<file path="src/hw/tracker_pkg.sv">
`default_nettype none

package tracker_pkg;

    // one colour or chroma channel
    localparam int CHAN_W = 8;
    // enough for 1280 columns
    localparam int COORD_W = 11;

    // camera pixel as delivered, luma first
    typedef struct packed {
        logic [CHAN_W-1:0] y;
        logic [CHAN_W-1:0] cb;
        logic [CHAN_W-1:0] cr;
    } ycc_t;

    // display pixel
    typedef struct packed {
        logic [CHAN_W-1:0] red;
        logic [CHAN_W-1:0] green;
        logic [CHAN_W-1:0] blue;
    } rgb_t;

    // one raster position plus its timing flags
    typedef struct packed {
        logic [COORD_W-1:0] hcount;
        logic [COORD_W-1:0] vcount;
        logic               hsync;
        logic               vsync;
        logic               active_draw;
        logic               new_frame;
    } scan_t;

    // centre of mass, valid is a one-cycle pulse
    typedef struct packed {
        logic [COORD_W-1:0] x;
        logic [COORD_W-1:0] y;
        logic               valid;
    } com_t;

    // background choice
    typedef enum logic [1:0] {
        BG_GREY     = 2'b00,
        BG_MASK     = 2'b01,
        BG_MAGENTA  = 2'b10,
        BG_RESERVED = 2'b11
    } bg_mode_t;

    // crosshair is plain white
    localparam logic [3*CHAN_W-1:0] CROSS_COLOR = 24'hFF_FF_FF;

endpackage

`default_nettype wire

</file>
<file path="src/hw/blob_tracker_top.sv">
`default_nettype none

module blob_tracker_top #(
    parameter int H_ACTIVE = 1280,
    parameter int H_FRONT  = 110,
    parameter int H_SYNC   = 40,
    parameter int H_BACK   = 220,
    parameter int V_ACTIVE = 720,
    parameter int V_FRONT  = 5,
    parameter int V_SYNC   = 5,
    parameter int V_BACK   = 20,
    parameter int SUM_W    = 32
) (
    input  wire                            clk_pixel,
    input  wire                            sys_rst_pixel,
    input  wire tracker_pkg::ycc_t         pixel_in,
    input  wire [tracker_pkg::CHAN_W-1:0]  lower_bound,
    input  wire [tracker_pkg::CHAN_W-1:0]  upper_bound,
    input  wire tracker_pkg::bg_mode_t     bg_mode,
    input  wire                            cross_enable,
    output tracker_pkg::scan_t             scan,
    output tracker_pkg::scan_t             video_out,
    output tracker_pkg::rgb_t              pixel_out,
    output tracker_pkg::com_t              com
);

    // stage 1
    tracker_pkg::scan_t scan_s1;
    tracker_pkg::ycc_t  pixel_s1;
    logic               mask;

    // stage 0 raster
    video_timing #(
        .H_ACTIVE(H_ACTIVE),
        .H_FRONT (H_FRONT),
        .H_SYNC  (H_SYNC),
        .H_BACK  (H_BACK),
        .V_ACTIVE(V_ACTIVE),
        .V_FRONT (V_FRONT),
        .V_SYNC  (V_SYNC),
        .V_BACK  (V_BACK)
    ) u_timing (
        .clk_pixel    (clk_pixel),
        .sys_rst_pixel(sys_rst_pixel),
        .scan         (scan)
    );

    chroma_threshold u_thresh (
        .clk_pixel    (clk_pixel),
        .sys_rst_pixel(sys_rst_pixel),
        .scan_in      (scan),
        .pixel_in     (pixel_in),
        .lower_bound  (lower_bound),
        .upper_bound  (upper_bound),
        .scan_s1      (scan_s1),
        .pixel_s1     (pixel_s1),
        .mask         (mask)
    );

    // per-frame centre of mass
    centroid_accum #(
        .SUM_W(SUM_W)
    ) u_centroid (
        .clk_pixel    (clk_pixel),
        .sys_rst_pixel(sys_rst_pixel),
        .scan_s1      (scan_s1),
        .mask         (mask),
        .com          (com)
    );

    // stage 2 output
    overlay_mux u_overlay (
        .clk_pixel    (clk_pixel),
        .sys_rst_pixel(sys_rst_pixel),
        .scan_s1      (scan_s1),
        .pixel_s1     (pixel_s1),
        .mask         (mask),
        .com          (com),
        .bg_mode      (bg_mode),
        .cross_enable (cross_enable),
        .video_out    (video_out),
        .pixel_out    (pixel_out)
    );

endmodule

`default_nettype wire

</file>
<file path="src/hw/centroid_accum.sv">
`default_nettype none

module centroid_accum #(
    parameter int SUM_W = 32
) (
    input  wire                      clk_pixel,
    input  wire                      sys_rst_pixel,
    input  wire tracker_pkg::scan_t  scan_s1,
    input  wire                      mask,
    output tracker_pkg::com_t        com
);

    logic [SUM_W-1:0] sum_x;
    logic [SUM_W-1:0] sum_y;
    logic [SUM_W-1:0] pix_count;

    logic             div_start;
    logic [SUM_W-1:0] quot_x;
    logic [SUM_W-1:0] quot_y;
    logic             done_x;
    logic             done_y;

    // skip empty frames so the divisor is never zero
    assign div_start = scan_s1.new_frame && (pix_count != '0);

    always_ff @(posedge clk_pixel) begin
        if (sys_rst_pixel) begin
            sum_x     <= '0;
            sum_y     <= '0;
            pix_count <= '0;
        end else if (scan_s1.new_frame) begin
            // origin pixel opens the next frame
            sum_x     <= mask ? SUM_W'(scan_s1.hcount) : '0;
            sum_y     <= mask ? SUM_W'(scan_s1.vcount) : '0;
            pix_count <= mask ? SUM_W'(1) : '0;
        end else if (mask) begin
            sum_x     <= sum_x + SUM_W'(scan_s1.hcount);
            sum_y     <= sum_y + SUM_W'(scan_s1.vcount);
            pix_count <= pix_count + 1'b1;
        end
    end

    // mean column
    seq_divider #(
        .SUM_W(SUM_W)
    ) div_x (
        .clk_pixel    (clk_pixel),
        .sys_rst_pixel(sys_rst_pixel),
        .start        (div_start),
        .dividend     (sum_x),
        .divisor      (pix_count),
        .quotient     (quot_x),
        .done         (done_x)
    );

    // mean row
    seq_divider #(
        .SUM_W(SUM_W)
    ) div_y (
        .clk_pixel    (clk_pixel),
        .sys_rst_pixel(sys_rst_pixel),
        .start        (div_start),
        .dividend     (sum_y),
        .divisor      (pix_count),
        .quotient     (quot_y),
        .done         (done_y)
    );

    always_ff @(posedge clk_pixel) begin
        if (sys_rst_pixel) begin
            com <= '0;
        end else begin
            com.valid <= done_x && done_y;
            // both start together, so done lines up
            if (done_x && done_y) begin
                com.x <= quot_x[tracker_pkg::COORD_W-1:0];
                com.y <= quot_y[tracker_pkg::COORD_W-1:0];
            end
        end
    end

endmodule

`default_nettype wire

</file>
<file path="src/hw/chroma_threshold.sv">
`default_nettype none

module chroma_threshold (
    input  wire                              clk_pixel,
    input  wire                              sys_rst_pixel,
    input  wire tracker_pkg::scan_t          scan_in,
    input  wire tracker_pkg::ycc_t           pixel_in,
    input  wire [tracker_pkg::CHAN_W-1:0]    lower_bound,
    input  wire [tracker_pkg::CHAN_W-1:0]    upper_bound,
    output tracker_pkg::scan_t               scan_s1,
    output tracker_pkg::ycc_t                pixel_s1,
    output logic                             mask
);

    // inclusive window on cb
    logic in_window;

    assign in_window = (pixel_in.cb >= lower_bound) && (pixel_in.cb <= upper_bound);

    always_ff @(posedge clk_pixel) begin
        if (sys_rst_pixel) begin
            scan_s1 <= '0;
            mask    <= 1'b0;
        end else begin
            scan_s1 <= scan_in;
            // blanking never counts as a hit
            mask    <= in_window && scan_in.active_draw;
        end
    end

    // pixel rides along with its mask
    always_ff @(posedge clk_pixel) begin
        pixel_s1 <= pixel_in;
    end

endmodule

`default_nettype wire

</file>
<file path="src/hw/overlay_mux.sv">
`default_nettype none

module overlay_mux (
    input  wire                          clk_pixel,
    input  wire                          sys_rst_pixel,
    input  wire tracker_pkg::scan_t      scan_s1,
    input  wire tracker_pkg::ycc_t       pixel_s1,
    input  wire                          mask,
    input  wire tracker_pkg::com_t       com,
    input  wire tracker_pkg::bg_mode_t   bg_mode,
    input  wire                          cross_enable,
    output tracker_pkg::scan_t           video_out,
    output tracker_pkg::rgb_t            pixel_out
);

    // last centre seen and whether one exists yet
    logic [tracker_pkg::COORD_W-1:0] cx;
    logic [tracker_pkg::COORD_W-1:0] cy;
    logic                            have_com;

    tracker_pkg::rgb_t grey;
    tracker_pkg::rgb_t bg;
    tracker_pkg::rgb_t pix_nxt;
    logic              on_cross;

    always_ff @(posedge clk_pixel) begin
        if (sys_rst_pixel) begin
            cx       <= '0;
            cy       <= '0;
            have_com <= 1'b0;
        end else if (com.valid) begin
            cx       <= com.x;
            cy       <= com.y;
            have_com <= 1'b1;
        end
    end

    always_comb begin
        grey = '{red: pixel_s1.y, green: pixel_s1.y, blue: pixel_s1.y};
        case (bg_mode)
            tracker_pkg::BG_MASK:    bg = mask ? '1 : '0;
            // magenta keeps luma on green
            tracker_pkg::BG_MAGENTA: bg = mask ? '{red: '1, green: pixel_s1.y, blue: '1} : grey;
            default:                 bg = grey;
        endcase
        on_cross = cross_enable && have_com &&
                   ((scan_s1.hcount == cx) || (scan_s1.vcount == cy));
        if (!scan_s1.active_draw) begin
            pix_nxt = '0;
        end else if (on_cross) begin
            pix_nxt = tracker_pkg::CROSS_COLOR;
        end else begin
            pix_nxt = bg;
        end
    end

    // stage 2, scan and pixel stay together
    always_ff @(posedge clk_pixel) begin
        if (sys_rst_pixel) begin
            video_out <= '0;
            pixel_out <= '0;
        end else begin
            video_out <= scan_s1;
            pixel_out <= pix_nxt;
        end
    end

endmodule

`default_nettype wire

</file>
<file path="src/hw/seq_divider.sv">
`default_nettype none

module seq_divider #(
    parameter int SUM_W = 32
) (
    input  wire              clk_pixel,
    input  wire              sys_rst_pixel,
    input  wire              start,
    input  wire  [SUM_W-1:0] dividend,
    input  wire  [SUM_W-1:0] divisor,
    output logic [SUM_W-1:0] quotient,
    output logic             done
);

    localparam int CNT_W = $clog2(SUM_W + 1);

    logic [SUM_W-1:0] rem;
    // dividend shifts out the top while quotient bits shift in
    logic [SUM_W-1:0] dq;
    logic [SUM_W-1:0] div_q;
    logic [CNT_W-1:0] step_cnt;
    logic             busy;

    logic [SUM_W-1:0] src_rem;
    logic [SUM_W-1:0] src_dq;
    logic [SUM_W-1:0] src_div;
    logic [SUM_W:0]   trial;
    logic [SUM_W:0]   diff;
    logic             fits;
    logic [SUM_W-1:0] rem_nxt;
    logic [SUM_W-1:0] dq_nxt;

    // first step runs straight off the inputs on start
    always_comb begin
        src_rem = start ? '0 : rem;
        src_dq  = start ? dividend : dq;
        src_div = start ? divisor : div_q;
        trial   = {src_rem, src_dq[SUM_W-1]};
        diff    = trial - {1'b0, src_div};
        fits    = (trial >= {1'b0, src_div});
        // restore by keeping the trial when it does not fit
        rem_nxt = fits ? diff[SUM_W-1:0] : trial[SUM_W-1:0];
        dq_nxt  = {src_dq[SUM_W-2:0], fits};
    end

    always_ff @(posedge clk_pixel) begin
        if (sys_rst_pixel) begin
            busy     <= 1'b0;
            done     <= 1'b0;
            step_cnt <= '0;
        end else begin
            done <= 1'b0;
            if (start) begin
                // restart even when busy
                busy     <= 1'b1;
                step_cnt <= CNT_W'(1);
            end else if (busy) begin
                step_cnt <= step_cnt + 1'b1;
                if (step_cnt == CNT_W'(SUM_W - 1)) begin
                    busy <= 1'b0;
                    done <= 1'b1;
                end
            end
        end
    end

    // datapath
    always_ff @(posedge clk_pixel) begin
        if (start || busy) begin
            rem <= rem_nxt;
            dq  <= dq_nxt;
        end
        if (start) begin
            div_q <= divisor;
        end
        // final quotient held until the next run ends
        if (busy && !start && step_cnt == CNT_W'(SUM_W - 1)) begin
            quotient <= dq_nxt;
        end
    end

endmodule

`default_nettype wire

</file>
<file path="src/hw/video_timing.sv">
`default_nettype none

module video_timing #(
    parameter int H_ACTIVE = 1280,
    parameter int H_FRONT  = 110,
    parameter int H_SYNC   = 40,
    parameter int H_BACK   = 220,
    parameter int V_ACTIVE = 720,
    parameter int V_FRONT  = 5,
    parameter int V_SYNC   = 5,
    parameter int V_BACK   = 20
) (
    input  wire                clk_pixel,
    input  wire                sys_rst_pixel,
    output tracker_pkg::scan_t scan
);

    localparam int H_TOTAL = H_ACTIVE + H_FRONT + H_SYNC + H_BACK;
    localparam int V_TOTAL = V_ACTIVE + V_FRONT + V_SYNC + V_BACK;

    // position to be emitted at the next edge
    logic [tracker_pkg::COORD_W-1:0] h_cnt;
    logic [tracker_pkg::COORD_W-1:0] v_cnt;

    logic h_last;
    logic v_last;

    assign h_last = (h_cnt == tracker_pkg::COORD_W'(H_TOTAL - 1));
    assign v_last = (v_cnt == tracker_pkg::COORD_W'(V_TOTAL - 1));

    always_ff @(posedge clk_pixel) begin
        if (sys_rst_pixel) begin
            h_cnt <= '0;
            v_cnt <= '0;
            scan  <= '0;
        end else begin
            // decode flags for the current position
            scan.hcount      <= h_cnt;
            scan.vcount      <= v_cnt;
            // sync sits right after the front porch
            scan.hsync       <= (h_cnt >= tracker_pkg::COORD_W'(H_ACTIVE + H_FRONT)) &&
                                (h_cnt < tracker_pkg::COORD_W'(H_ACTIVE + H_FRONT + H_SYNC));
            scan.vsync       <= (v_cnt >= tracker_pkg::COORD_W'(V_ACTIVE + V_FRONT)) &&
                                (v_cnt < tracker_pkg::COORD_W'(V_ACTIVE + V_FRONT + V_SYNC));
            scan.active_draw <= (h_cnt < tracker_pkg::COORD_W'(H_ACTIVE)) &&
                                (v_cnt < tracker_pkg::COORD_W'(V_ACTIVE));
            // both counters at origin
            scan.new_frame   <= (h_cnt == '0) && (v_cnt == '0);

            // step the raster
            if (h_last) begin
                h_cnt <= '0;
                v_cnt <= v_last ? '0 : v_cnt + 1'b1;
            end else begin
                h_cnt <= h_cnt + 1'b1;
            end
        end
    end

endmodule

`default_nettype wire
</file>
<file path="config.mk">
export PLATFORM = sky130hd
export DESIGN_NAME = blob_tracker_top
export DESIGN_NICKNAME = d
export VERILOG_FILES = /design/src/hw/tracker_pkg.sv /design/src/hw/blob_tracker_top.sv /design/src/hw/centroid_accum.sv /design/src/hw/chroma_threshold.sv /design/src/hw/overlay_mux.sv /design/src/hw/seq_divider.sv /design/src/hw/video_timing.sv
export SDC_FILE = /design/constraint.sdc
export NUM_CORES = 1
export LEC_CHECK = 0
export BUFFER_PORTS_ARGS = -buffer_cell sky130_fd_sc_hd__buf_2
export CORE_UTILIZATION = 35
export CTS_CLUSTER_DIAMETER = 50
export DETAILED_ROUTE_END_ITERATION = 12
export PLACE_DENSITY = 0.59
export SKIP_LAST_GASP = 1
export SLEW_MARGIN = 0
export SYNTH_ARGS = -nofsm -noshare
export SYNTH_HDL_FRONTEND = slang
export SYNTH_SLANG_ARGS = --single-unit
</file>
<file path="constraint.sdc">
create_clock -name clk_pixel -period 14.4 [get_ports clk_pixel]
set_input_delay 1.44 -clock clk_pixel [delete_from_list [all_inputs] [get_ports clk_pixel]]
set_output_delay 1.44 -clock clk_pixel [all_outputs]
set_load 0.005 [all_outputs]
</file>
# --- Word level (Yosys, flattened, before mapping) ---
# Cells that the tools add are included.
classes:
  n_eq_ne: 8
  add_sub_neg: 9
  bitwise_logic: 3
  n_reduce_logical: 29
  n_mux: 34
  n_lt_le_gt_ge: 10
op_table:
  columns: ["cell", "count"]
  rows:
  - ["2-to-1 mux 32 bit", 14]
  - ["2-to-1 mux 24 bit", 3]
  - [">= comparator 33 x 32 -> 1 bit", 2]
  - ["adder 32 x 11 -> 32 bit", 2]
  - ["subtractor 32 bit", 2]
  - ["case mux 24 bit (2 select lines)", 1]
  - ["2-to-1 mux 11 bit", 3]
  - ["adder 32 x 1 -> 32 bit (second input constant)", 1]
  - ["nonzero test 32 bit", 1]
  - ["adder 11 x 1 -> 11 bit (second input constant)", 2]
  - ["== test 11 bit", 2]
  - ["zero test 11 bit", 2]
  - ["less-than comparator 11 x 10 -> 1 bit (second input constant)", 2]
  - ["less-than comparator 11 bit (second input constant)", 2]
  - ["logical AND 1 bit", 14]
  - ["2-to-1 mux 1 bit", 13]
  - ["adder 6 x 1 -> 6 bit (second input constant)", 2]
  - ["== test 6 x 5 -> 1 bit (second input constant)", 2]
  - ["== test 11 x 10 -> 1 bit (second input constant)", 1]
  - ["== test 11 bit (second input constant)", 1]
  - [">= comparator 11 x 10 -> 1 bit (second input constant)", 1]
  - [">= comparator 11 bit (second input constant)", 1]
  - [">= comparator 8 bit", 1]
  - ["<= comparator 8 bit", 1]
  - ["8 further kinds", 17]
totals:
  output_inout_bits: 99
  regBits: 505
  in_bits: 45
  elab_cells: 143

# --- Longest topological paths before layout ---
# Gate-level depths: netlist of the first run.
logic_depth:
  depth_word: 5
  mapped_depth: 22
  ltp_nobuf: 20

# --- By module ---
# Synthesis of the first run repeated with hierarchy kept, for this count alone.
unflattened:
  cells_unflattened: 2512
  hier_area_um2: 26326.5
modules_own_cells:
  columns: ["module", "instances", "cells_each", "seq_area_each_um2", "area_per_inst_um2"]
  rows:
  - ["seq_divider", 2, 597, 3683.5, 7119.3]
  - ["centroid_accum", 1, 756, 2382.3, 6183.4]
  - ["overlay_mux", 1, 221, 1301.2, 2353.5]
  - ["video_timing", 1, 206, 960.9, 1946.9]
  - ["chroma_threshold", 1, 135, 1021.0, 1604.0]

# --- Worst setup path before layout of the first run ---
# OpenSTA, ideal clock, no wires.
synth_path:
  kind: "reg-to-reg"
  startpoint: "register u_centroid.pix_count[0]"
  endpoint: "register u_centroid.div_y.rem[26] (data pin)"
  setup_time_ns: 0.260
  slack_ns: 9.659
  required_time_ns: 14.140
  n_path_buf: 3
  stages_incl_launch_ff: 23
  synth_period_minus_slack_ns: 4.741
  t_arrival_ns: 4.481
  path_cell_list: "dfxtp_1 > inv_1 > ha_1 > nor4b_1 > nand4_1 > o21ai_0 > clkbuf_1 > clkbuf_1 > buf_1 > nand2_1 > nand2_1 > ha_1 > inv_1 > fa_1 > a21oi_1 > o2111ai_1 > or2_2 > a21oi_1 > a31oi_1 > a41oi_1 > nor2b_1 > xnor2_1 > mux2_4"
synth_between:
  elab_chain_cells: 5
  elab_cells_between_ends: 8
  cone_classes: "add/sub (1); order compare (1); mux (4); reduce/logical (2)"
synth_lines:
  columns: ["element", "line_no", "source"]
  rows:
  - ["from (decl)", "centroid_accum.sv:15", "logic [SUM_W-1:0] pix_count;"]
  - ["from (signal assigned)", "centroid_accum.sv:35", "pix_count <= mask ? SUM_W'(1) : '0;"]
  - ["from (signal assigned)", "centroid_accum.sv:39", "pix_count <= pix_count + 1'b1;"]
  - ["nonzero test 32 bit", "centroid_accum.sv:24", "assign div_start = scan_s1.new_frame && (pix_count != '0);"]
  - ["logical AND 1 bit", "centroid_accum.sv:24", null]
  - ["2-to-1 mux 32 bit *", null, null]
  - ["via u_centroid.div_y.src_div[0]", "seq_divider.sv:26", "logic [SUM_W-1:0] src_div;"]
  - ["subtractor 32 bit or >= comparator 33 x 32 -> 1 bit (tied branches)", "seq_divider.sv:39, seq_divider.sv:40", null]
  - ["2-to-1 mux 32 bit *", "seq_divider.sv:42", "rem_nxt = fits ? diff[SUM_W-1:0] : trial[SUM_W-1:0];"]
  - ["via u_centroid.div_y.rem_nxt[26]", "seq_divider.sv:30", "logic [SUM_W-1:0] rem_nxt;"]
  - ["to (signal assigned)", "seq_divider.sv:70", "rem <= rem_nxt;"]
  - ["to (decl)", "seq_divider.sv:17", "logic [SUM_W-1:0] rem;"]
# Mark *: on every way through the listed nets, which the timed path passes. The rest lies on a longest branch.
# A chain may end at the register's enable or synchronous reset.

# --- Worst setup path in the final report of the first run ---
layout_path:
  startpoint: "register u_centroid.pix_count[0]"
  endpoint: "register u_centroid.div_x.rem[25] (data pin)"
layout_between:
  elab_chain_cells: 5
  elab_cells_between_ends: 8
  cone_classes: "add/sub (1); order compare (1); mux (4); reduce/logical (2)"
layout_lines:
  columns: ["element", "line_no", "source"]
  rows:
  - ["nonzero test 32 bit", "centroid_accum.sv:24", null]
  - ["logical AND 1 bit", "centroid_accum.sv:24", null]
  - ["2-to-1 mux 32 bit, on equally long branches", null, null]
  - [">= comparator 33 x 32 -> 1 bit *", "seq_divider.sv:40", "fits = (trial >= {1'b0, src_div});"]
  - ["via u_centroid.div_x.fits", "seq_divider.sv:29", "logic fits;"]
  - ["2-to-1 mux 32 bit *", "seq_divider.sv:42", null]
  - ["via u_centroid.div_x.rem_nxt[25]", "seq_divider.sv:30", null]
  - ["to (signal assigned)", "seq_divider.sv:70", null]
  - ["to (decl)", "seq_divider.sv:17", null]
# Marked as above.

==> flow_metrics.tcl, run 1 <==
set metrics [dict create \
    outcome "finished, final reports clean" \
    post-place-ws_ps 8179 \
    finalWorstSetupSlack_ps 8185 \
    critPathRequiredTime_ps 14740 \
    worstPathArrival_ps 6550 \
    grt_pass1_wl_um 87400 \
    skew_ps 44.33 \
    async_flop_share_pct 0 \
    setup_viol 0 \
    nets 2784 \
    fp-row-count 95 \
    final_cells 3539 \
    multi_input_area_mm2 0.01137 \
    ys.flop_type "dfxtp_1" \
    drv_slew 0 \
    power_density_mw_per_mm2 112.0 \
    tns_ps 0 \
    yosys-top-cells-count "dfxtp_1, nand2_1, nor2_1" \
    postCtsHoldBufs 0 \
    via_per_inst 4.975 \
    antenna_cells 0 \
    antenna_found_initial 0 \
    yosysTopAreaCellShare_pct 29.11 \
    critical_path_class "reg -> reg" \
    yosysUniqueCellTypes 72 \
    drt_iter0_drc 1051 \
    initial_core_util_pct 35.47 \
    fin_crit_ps 6215 \
    grt_max_degree 74 \
    min_period_over_period_pct 43.16 \
    relSlewSlack_pct 8.483 \
    place_congestion 0.8752 \
    clock.fmax_mhz 160.9 \
    wl_per_cell_um 14.99 \
    ff_latch_area_mm2 0.01145 \
    synth.net_count 2703 \
    critical_path.endpoint_type "flop" \
    synth.avg_cell_area_um2 9.394 \
    drv_cap 0 \
    grt_usage_pct 15.07 \
    cts_max_level 2 \
    rsz0062_at_grt "no" \
    yosys.area.top_type "dfxtp_1" \
    synthTopCellsByArea "dfxtp_1, edfxtp_1, ha_1" \
    area_growth_syn_to_layout_pct 13.47 \
    cp-startpoint "u_centroid.pix_count[0]" \
    hold_violations 0 \
    io_buffers 135 \
    num-fill-cells 6640 \
    synth_most_common_cell "dfxtp_1" \
    routed_wl_um 53050 \
    die_x_um 263.1 \
    hold_path_class "reg -> reg" \
    ir_drop_v 0.00007436 \
    grt.overflow.total 0 \
    rr_endpoint "u_centroid.div_x.rem[25]" \
    syn_inst 2540 \
    cts-root-buf "clkbuf_16" \
    cts_tree "yes" \
    io_pins 144 \
    dieHeight_um 263.1 \
    drc_errors 0 \
    dieArea_mm2 0.06922 \
    cts.sinks 497 \
    numCtsBuffers 55 \
    leakagePower_nw 11.35 \
    dp_hpwl_um 37020 \
    drive_gt1_share_pct 11.29 \
    worst_setup_path_start_kind "flop" \
    coreArea_mm2 0.06728 \
    postCtsSetupBuffers 0 \
    dr.pass1.iters 6 \
    worstMarginPinSlew_ps 1373 \
    ant_nets 0 \
    cts.path.max_buffers 3 \
    reg2reg_depth 18 \
    synth_area_mm2 0.02386 \
    vias 17610 \
    r2r_start "u_centroid.pix_count[0]" \
    ff2ff_setup_slack_ps 8190 \
    insertion_delay_ps 630 \
    yosysWarnings 0 \
    dp.cells 3437 \
    synth_edf_count 150 \
    clk_pin_slew_ps 60 \
    grt_pass1_vias 17190 \
    critPathCapture "u_centroid.div_x.rem[25]" \
    cts_resized 0 \
    ys_seq_area_share_pct 47.99 \
    synth_seq_cells 497 \
    cp_max_fo 68 \
]
final cells by class:
| class | count | share of cell area (%) |
|---|---|---|
| multi-input cells | 1785 | 41.99 |
| flip-flops and latches | 497 | 42.30 |
| repair buffers | 152 | 2.976 |
| inverters | 130 | 1.802 |
| clock inverters | 32 | 1.072 |
| well taps | 873 | 4.034 |
| clock buffers | 70 | 5.832 |
per-layer routing:
layer | wire length (µm) | GRT usage [%]
met1 | 24440 | 19.69
met2 | 25020 | 25.32
met3 | 1995 | 2.123
met4 | 1586 | 5.358
met5 | 0 | 0
critical path, cell delays in order, from the launching register on:
cell	delay, ps
dfxtp_1	340
inv_1	100
ha_1	160
nor4b_1	310
nand4_1	240
o21ai_4	210
buf_4	430
buf_4	610
a21oi_1	220
ha_1	430
nand4_1	190
nor3_1	270
nand4_1	240
a2111oi_0	700
o31ai_1	170
o211a_1	300
buf_4	340
inv_1	260
mux2_2	370
worst min path at each step:
stage,start,endpoint,slack [ps],cells past startpoint
after floorplan,u_thresh.scan_s1[2],u_overlay.video_out[2],410,1
after global placement,u_thresh.scan_s1[3],u_overlay.video_out[3],420,1
final,u_thresh.scan_s1[3],u_overlay.video_out[3],440,1
after global routing,u_thresh.scan_s1[3],u_overlay.video_out[3],470,1
after CTS,u_thresh.scan_s1[3],u_overlay.video_out[3],440,1
after detailed placement,u_thresh.scan_s1[3],u_overlay.video_out[3],430,1
stage by stage:
step                power [W]  instance area (µm²)  hold slack, ps  util (%)
detailed placement   0.001645                25210           426.8     37.47
CTS                  0.003074                27080           442.0     40.25
global placement     0.001640                25210           416.4     37.47
global route         0.003149                27080           467.7     40.25
floorplan            0.001607                23860           413.8         -
finish               0.003033                27080           438.0     40.25
cell usage in the layout, fill, tap and decap left out, types with 11 or more instances in the layout:
cell,count
dfxtp_1,346
nand2_1,331
nor2_1,216
a21oi_1,205
edfxtp_1,150
buf_2,134
inv_1,129
ha_1,114
xor2_1,113
and2_1,92
o21ai_0,88
nor2b_1,79
xnor2_1,64
clkbuf_16,60
nand3_1,58
mux2i_1,41
nand4_1,39
a21o_1,39
mux2_4,25
nor3_1,24
and3_1,24
o21a_1,23
a31oi_1,21
buf_4,18
o2111ai_1,15
or3_1,15
nor4_1,14
clkinv_2,14
o31ai_1,11
mux2_2,11
flip-flops by register name, summed over array words and instances (netlist names), 32 cells and up:
name and flops:
u_centroid.div_x.div_q 32, u_centroid.div_x.dq 32, u_centroid.sum_x 32, u_centroid.div_y.rem 32, u_centroid.div_y.div_q 32, u_centroid.div_x.rem 32
u_centroid.sum_y 32, u_centroid.pix_count 32, u_centroid.div_y.dq 32
cells by family (layout without fill, tap and decap cells):
| kind of cell | after synthesis | after routing | synth area share [%] |
|---|---|---|---|
| AND/OR/NAND/NOR | 939 | 939 | 18.69 |
| flip-flops | 497 | 497 | 47.99 |
| AO/OA/AOI/OAI | 474 | 474 | 12.22 |
| buffers and inverters | 258 | 384 | 4.473 |
| XOR/XNOR | 177 | 177 | 6.497 |
| adder cells (fa/ha/maj) | 118 | 118 | 6.313 |
| multiplexers | 77 | 77 | 3.812 |
power breakdown:
| part | switching, W | internal [W] |
|---|---|---|
| Sequential | 0.00000607 | 0.00145 |
| Clock | 0.000596 | 0.000822 |
| Combinational | 0.0000928 | 0.0000614 |
Note: power is estimated with default switching activity, not from simulation.
==> run 2, diff against run 1 <==
Clock period 14.4 ns to 5.9 ns, I/O delays scaled along.
==> flow_metrics.tcl, run 2 (same netlist as run 1, synthesis figures left out) <==
set metrics [dict create \
    dieHeight_um 263.1 \
    drv_slew 0 \
    min_period_over_period_pct 91.55 \
    dp_hpwl_um 38250 \
    worst_setup_path_start_kind "flop" \
    nets 2798 \
    area_growth_syn_to_layout_pct 14.61 \
    drv_cap 0 \
    layout_common_cells "dfxtp_1, nand2_1, nor2_1" \
    dr.pass1.iters 5 \
    ant_nets 0 \
    critPathRequiredTime_ps 6300 \
    seq_power_share_pct 46.9 \
    cts_resized 0 \
    cp-startpoint "u_centroid.pix_count[1]" \
    setup_viol 0 \
    r2r_start "u_centroid.pix_count[1]" \
    critical_path_class "reg -> reg" \
    p_sw_w 0.001737 \
    relSlewSlack_pct 9.633 \
    reg2reg_depth 18 \
    via_per_inst 4.958 \
    comb_power_share_pct 5.0 \
    drc_errors 0 \
    worstMarginPinSlew_ps 1356 \
    grt_max_degree 74 \
    ir_drop_v 0.0001945 \
    worstPathArrival_ps 5800 \
    rsz0062_at_grt "no" \
    cts_max_level 2 \
    postCtsHoldBufs 0 \
    hold_path_class "in -> reg" \
    dieArea_mm2 0.06922 \
    clock.fmax_mhz 185.1 \
    insertion_delay_ps 640 \
    power_density_mw_per_mm2 277.9 \
    skew_ps 53.44 \
    cts.sinks 497 \
    io_buffers 135 \
    fin_crit_ps 5402 \
    clock_power_share_pct 48.1 \
    grt_pass1_wl_um 88930 \
    cts-root-buf "clkbuf_16" \
    grt_pass1_vias 17220 \
    vias 17630 \
    antenna_found_initial 0 \
    cp_max_fo 39 \
    final_util_pct 40.65 \
    drive_gt1_share_pct 11.82 \
    holdWs_ps 38.86 \
    cts_tree "yes" \
    postCtsSetupBuffers 0 \
    cts.path.max_buffers 3 \
    hold_violations 0 \
    drt_iter0_drc 1066 \
    numCtsBuffers 57 \
    p_sw_share_pct 22.85 \
    coreArea_mm2 0.06728 \
    ff2ff_setup_slack_ps 500 \
    outcome "finished, final reports clean" \
    initial_core_util_pct 35.47 \
    fp-row-count 95 \
    io_pins 144 \
    critical_path.endpoint_type "flop" \
    clk_pin_slew_ps 60 \
    antenna_cells 0 \
    grt_usage_pct 15.39 \
    p_int_w 0.005863 \
    leakagePower_nw 11.48 \
    wl_per_cell_um 15.26 \
    tns_ps 0 \
    rr_endpoint "u_centroid.div_y.rem[2]" \
    layout_commonest_cell "dfxtp_1" \
    routed_wl_um 54260 \
    grt.overflow.total 0 \
    place_congestion 0.8746 \
    die_x_um 263.1 \
    critPathCapture "u_centroid.div_y.rem[2]" \
]
-- run 2: area by class of cell --
cell class / instances / area [µm²]
clock buffers: 82 / 1769
clock inverters: 25 / 256.5
fillers: 6539 / 39930
inverters: 130 / 488.0
multi-input cells: 1785 / 11370
flip-flops and latches: 497 / 11450
well taps: 873 / 1092
repair buffers: 164 / 920.9
-- run 2: power by group through the flow --
stage / Sequential [W] / Combinational [W] / Clock, W
after floorplan: 0.00364 / 0.000285 / 0
after global placement: 0.00364 / 0.000368 / 0
after detailed placement: 0.00364 / 0.000378 / 0
after CTS: 0.00357 / 0.000380 / 0.00375
after global routing: 0.00357 / 0.000424 / 0.00389
final: 0.00357 / 0.000379 / 0.00365
-- run 2: critical path, cell delays in order (launching register included) --
cell and delay (ps):
dfxtp_1 340, inv_1 90, ha_1 150, nor4b_1 450
nand4_1 270, o21ai_4 550, buf_4 460, and2_1 230
ha_1 240, nand3_1 170, o21bai_4 230, a21oi_4 180
o31ai_4 130, o311ai_4 380, nand2_4 100, o311ai_1 310
a221o_2 250, buf_12 230, mux2_2 360
-- run 2: stage by stage --
stage          cells  cell area [µm²]  total power [W]  setup WS, ps
6_report        3556            27350         0.007600         498.5
5_1_grt         3556            27350         0.007883         93.54
4_1_cts         3556            27350         0.007697         468.7
3_5_place_dp    3449            25320         0.004018         437.8
3_3_place_gp    3449            25320         0.004008         522.4
2_1_floorplan   2540            23860         0.003922          1159
-- run 2: worst min-delay path by stage --
stage                   startpoint                endpoint  slack, ps  cells past startpoint
6_report              pixel_in[16]   u_thresh.pixel_s1[16]         40                      1
5_1_grt               pixel_in[17]   u_thresh.pixel_s1[17]         10                      1
4_1_cts               pixel_in[16]   u_thresh.pixel_s1[16]          3                      1
3_5_place_dp   u_thresh.scan_s1[2]  u_overlay.video_out[2]        430                      1
3_3_place_gp   u_thresh.scan_s1[3]  u_overlay.video_out[3]        420                      1
2_1_floorplan  u_thresh.scan_s1[2]  u_overlay.video_out[2]        410                      1
-- run 2: per-layer routing --
layer / part of all wire (%) / up-vias / GRT usage (%)
met2: 47 / 277 / 25.64
met4: 2.4 / 0 / 4.647
li1: - / 8920 / -
met1: 47 / 8351 / 20.63
met3: 3.3 / 82 / 2.151
met5: 0 / - / 0
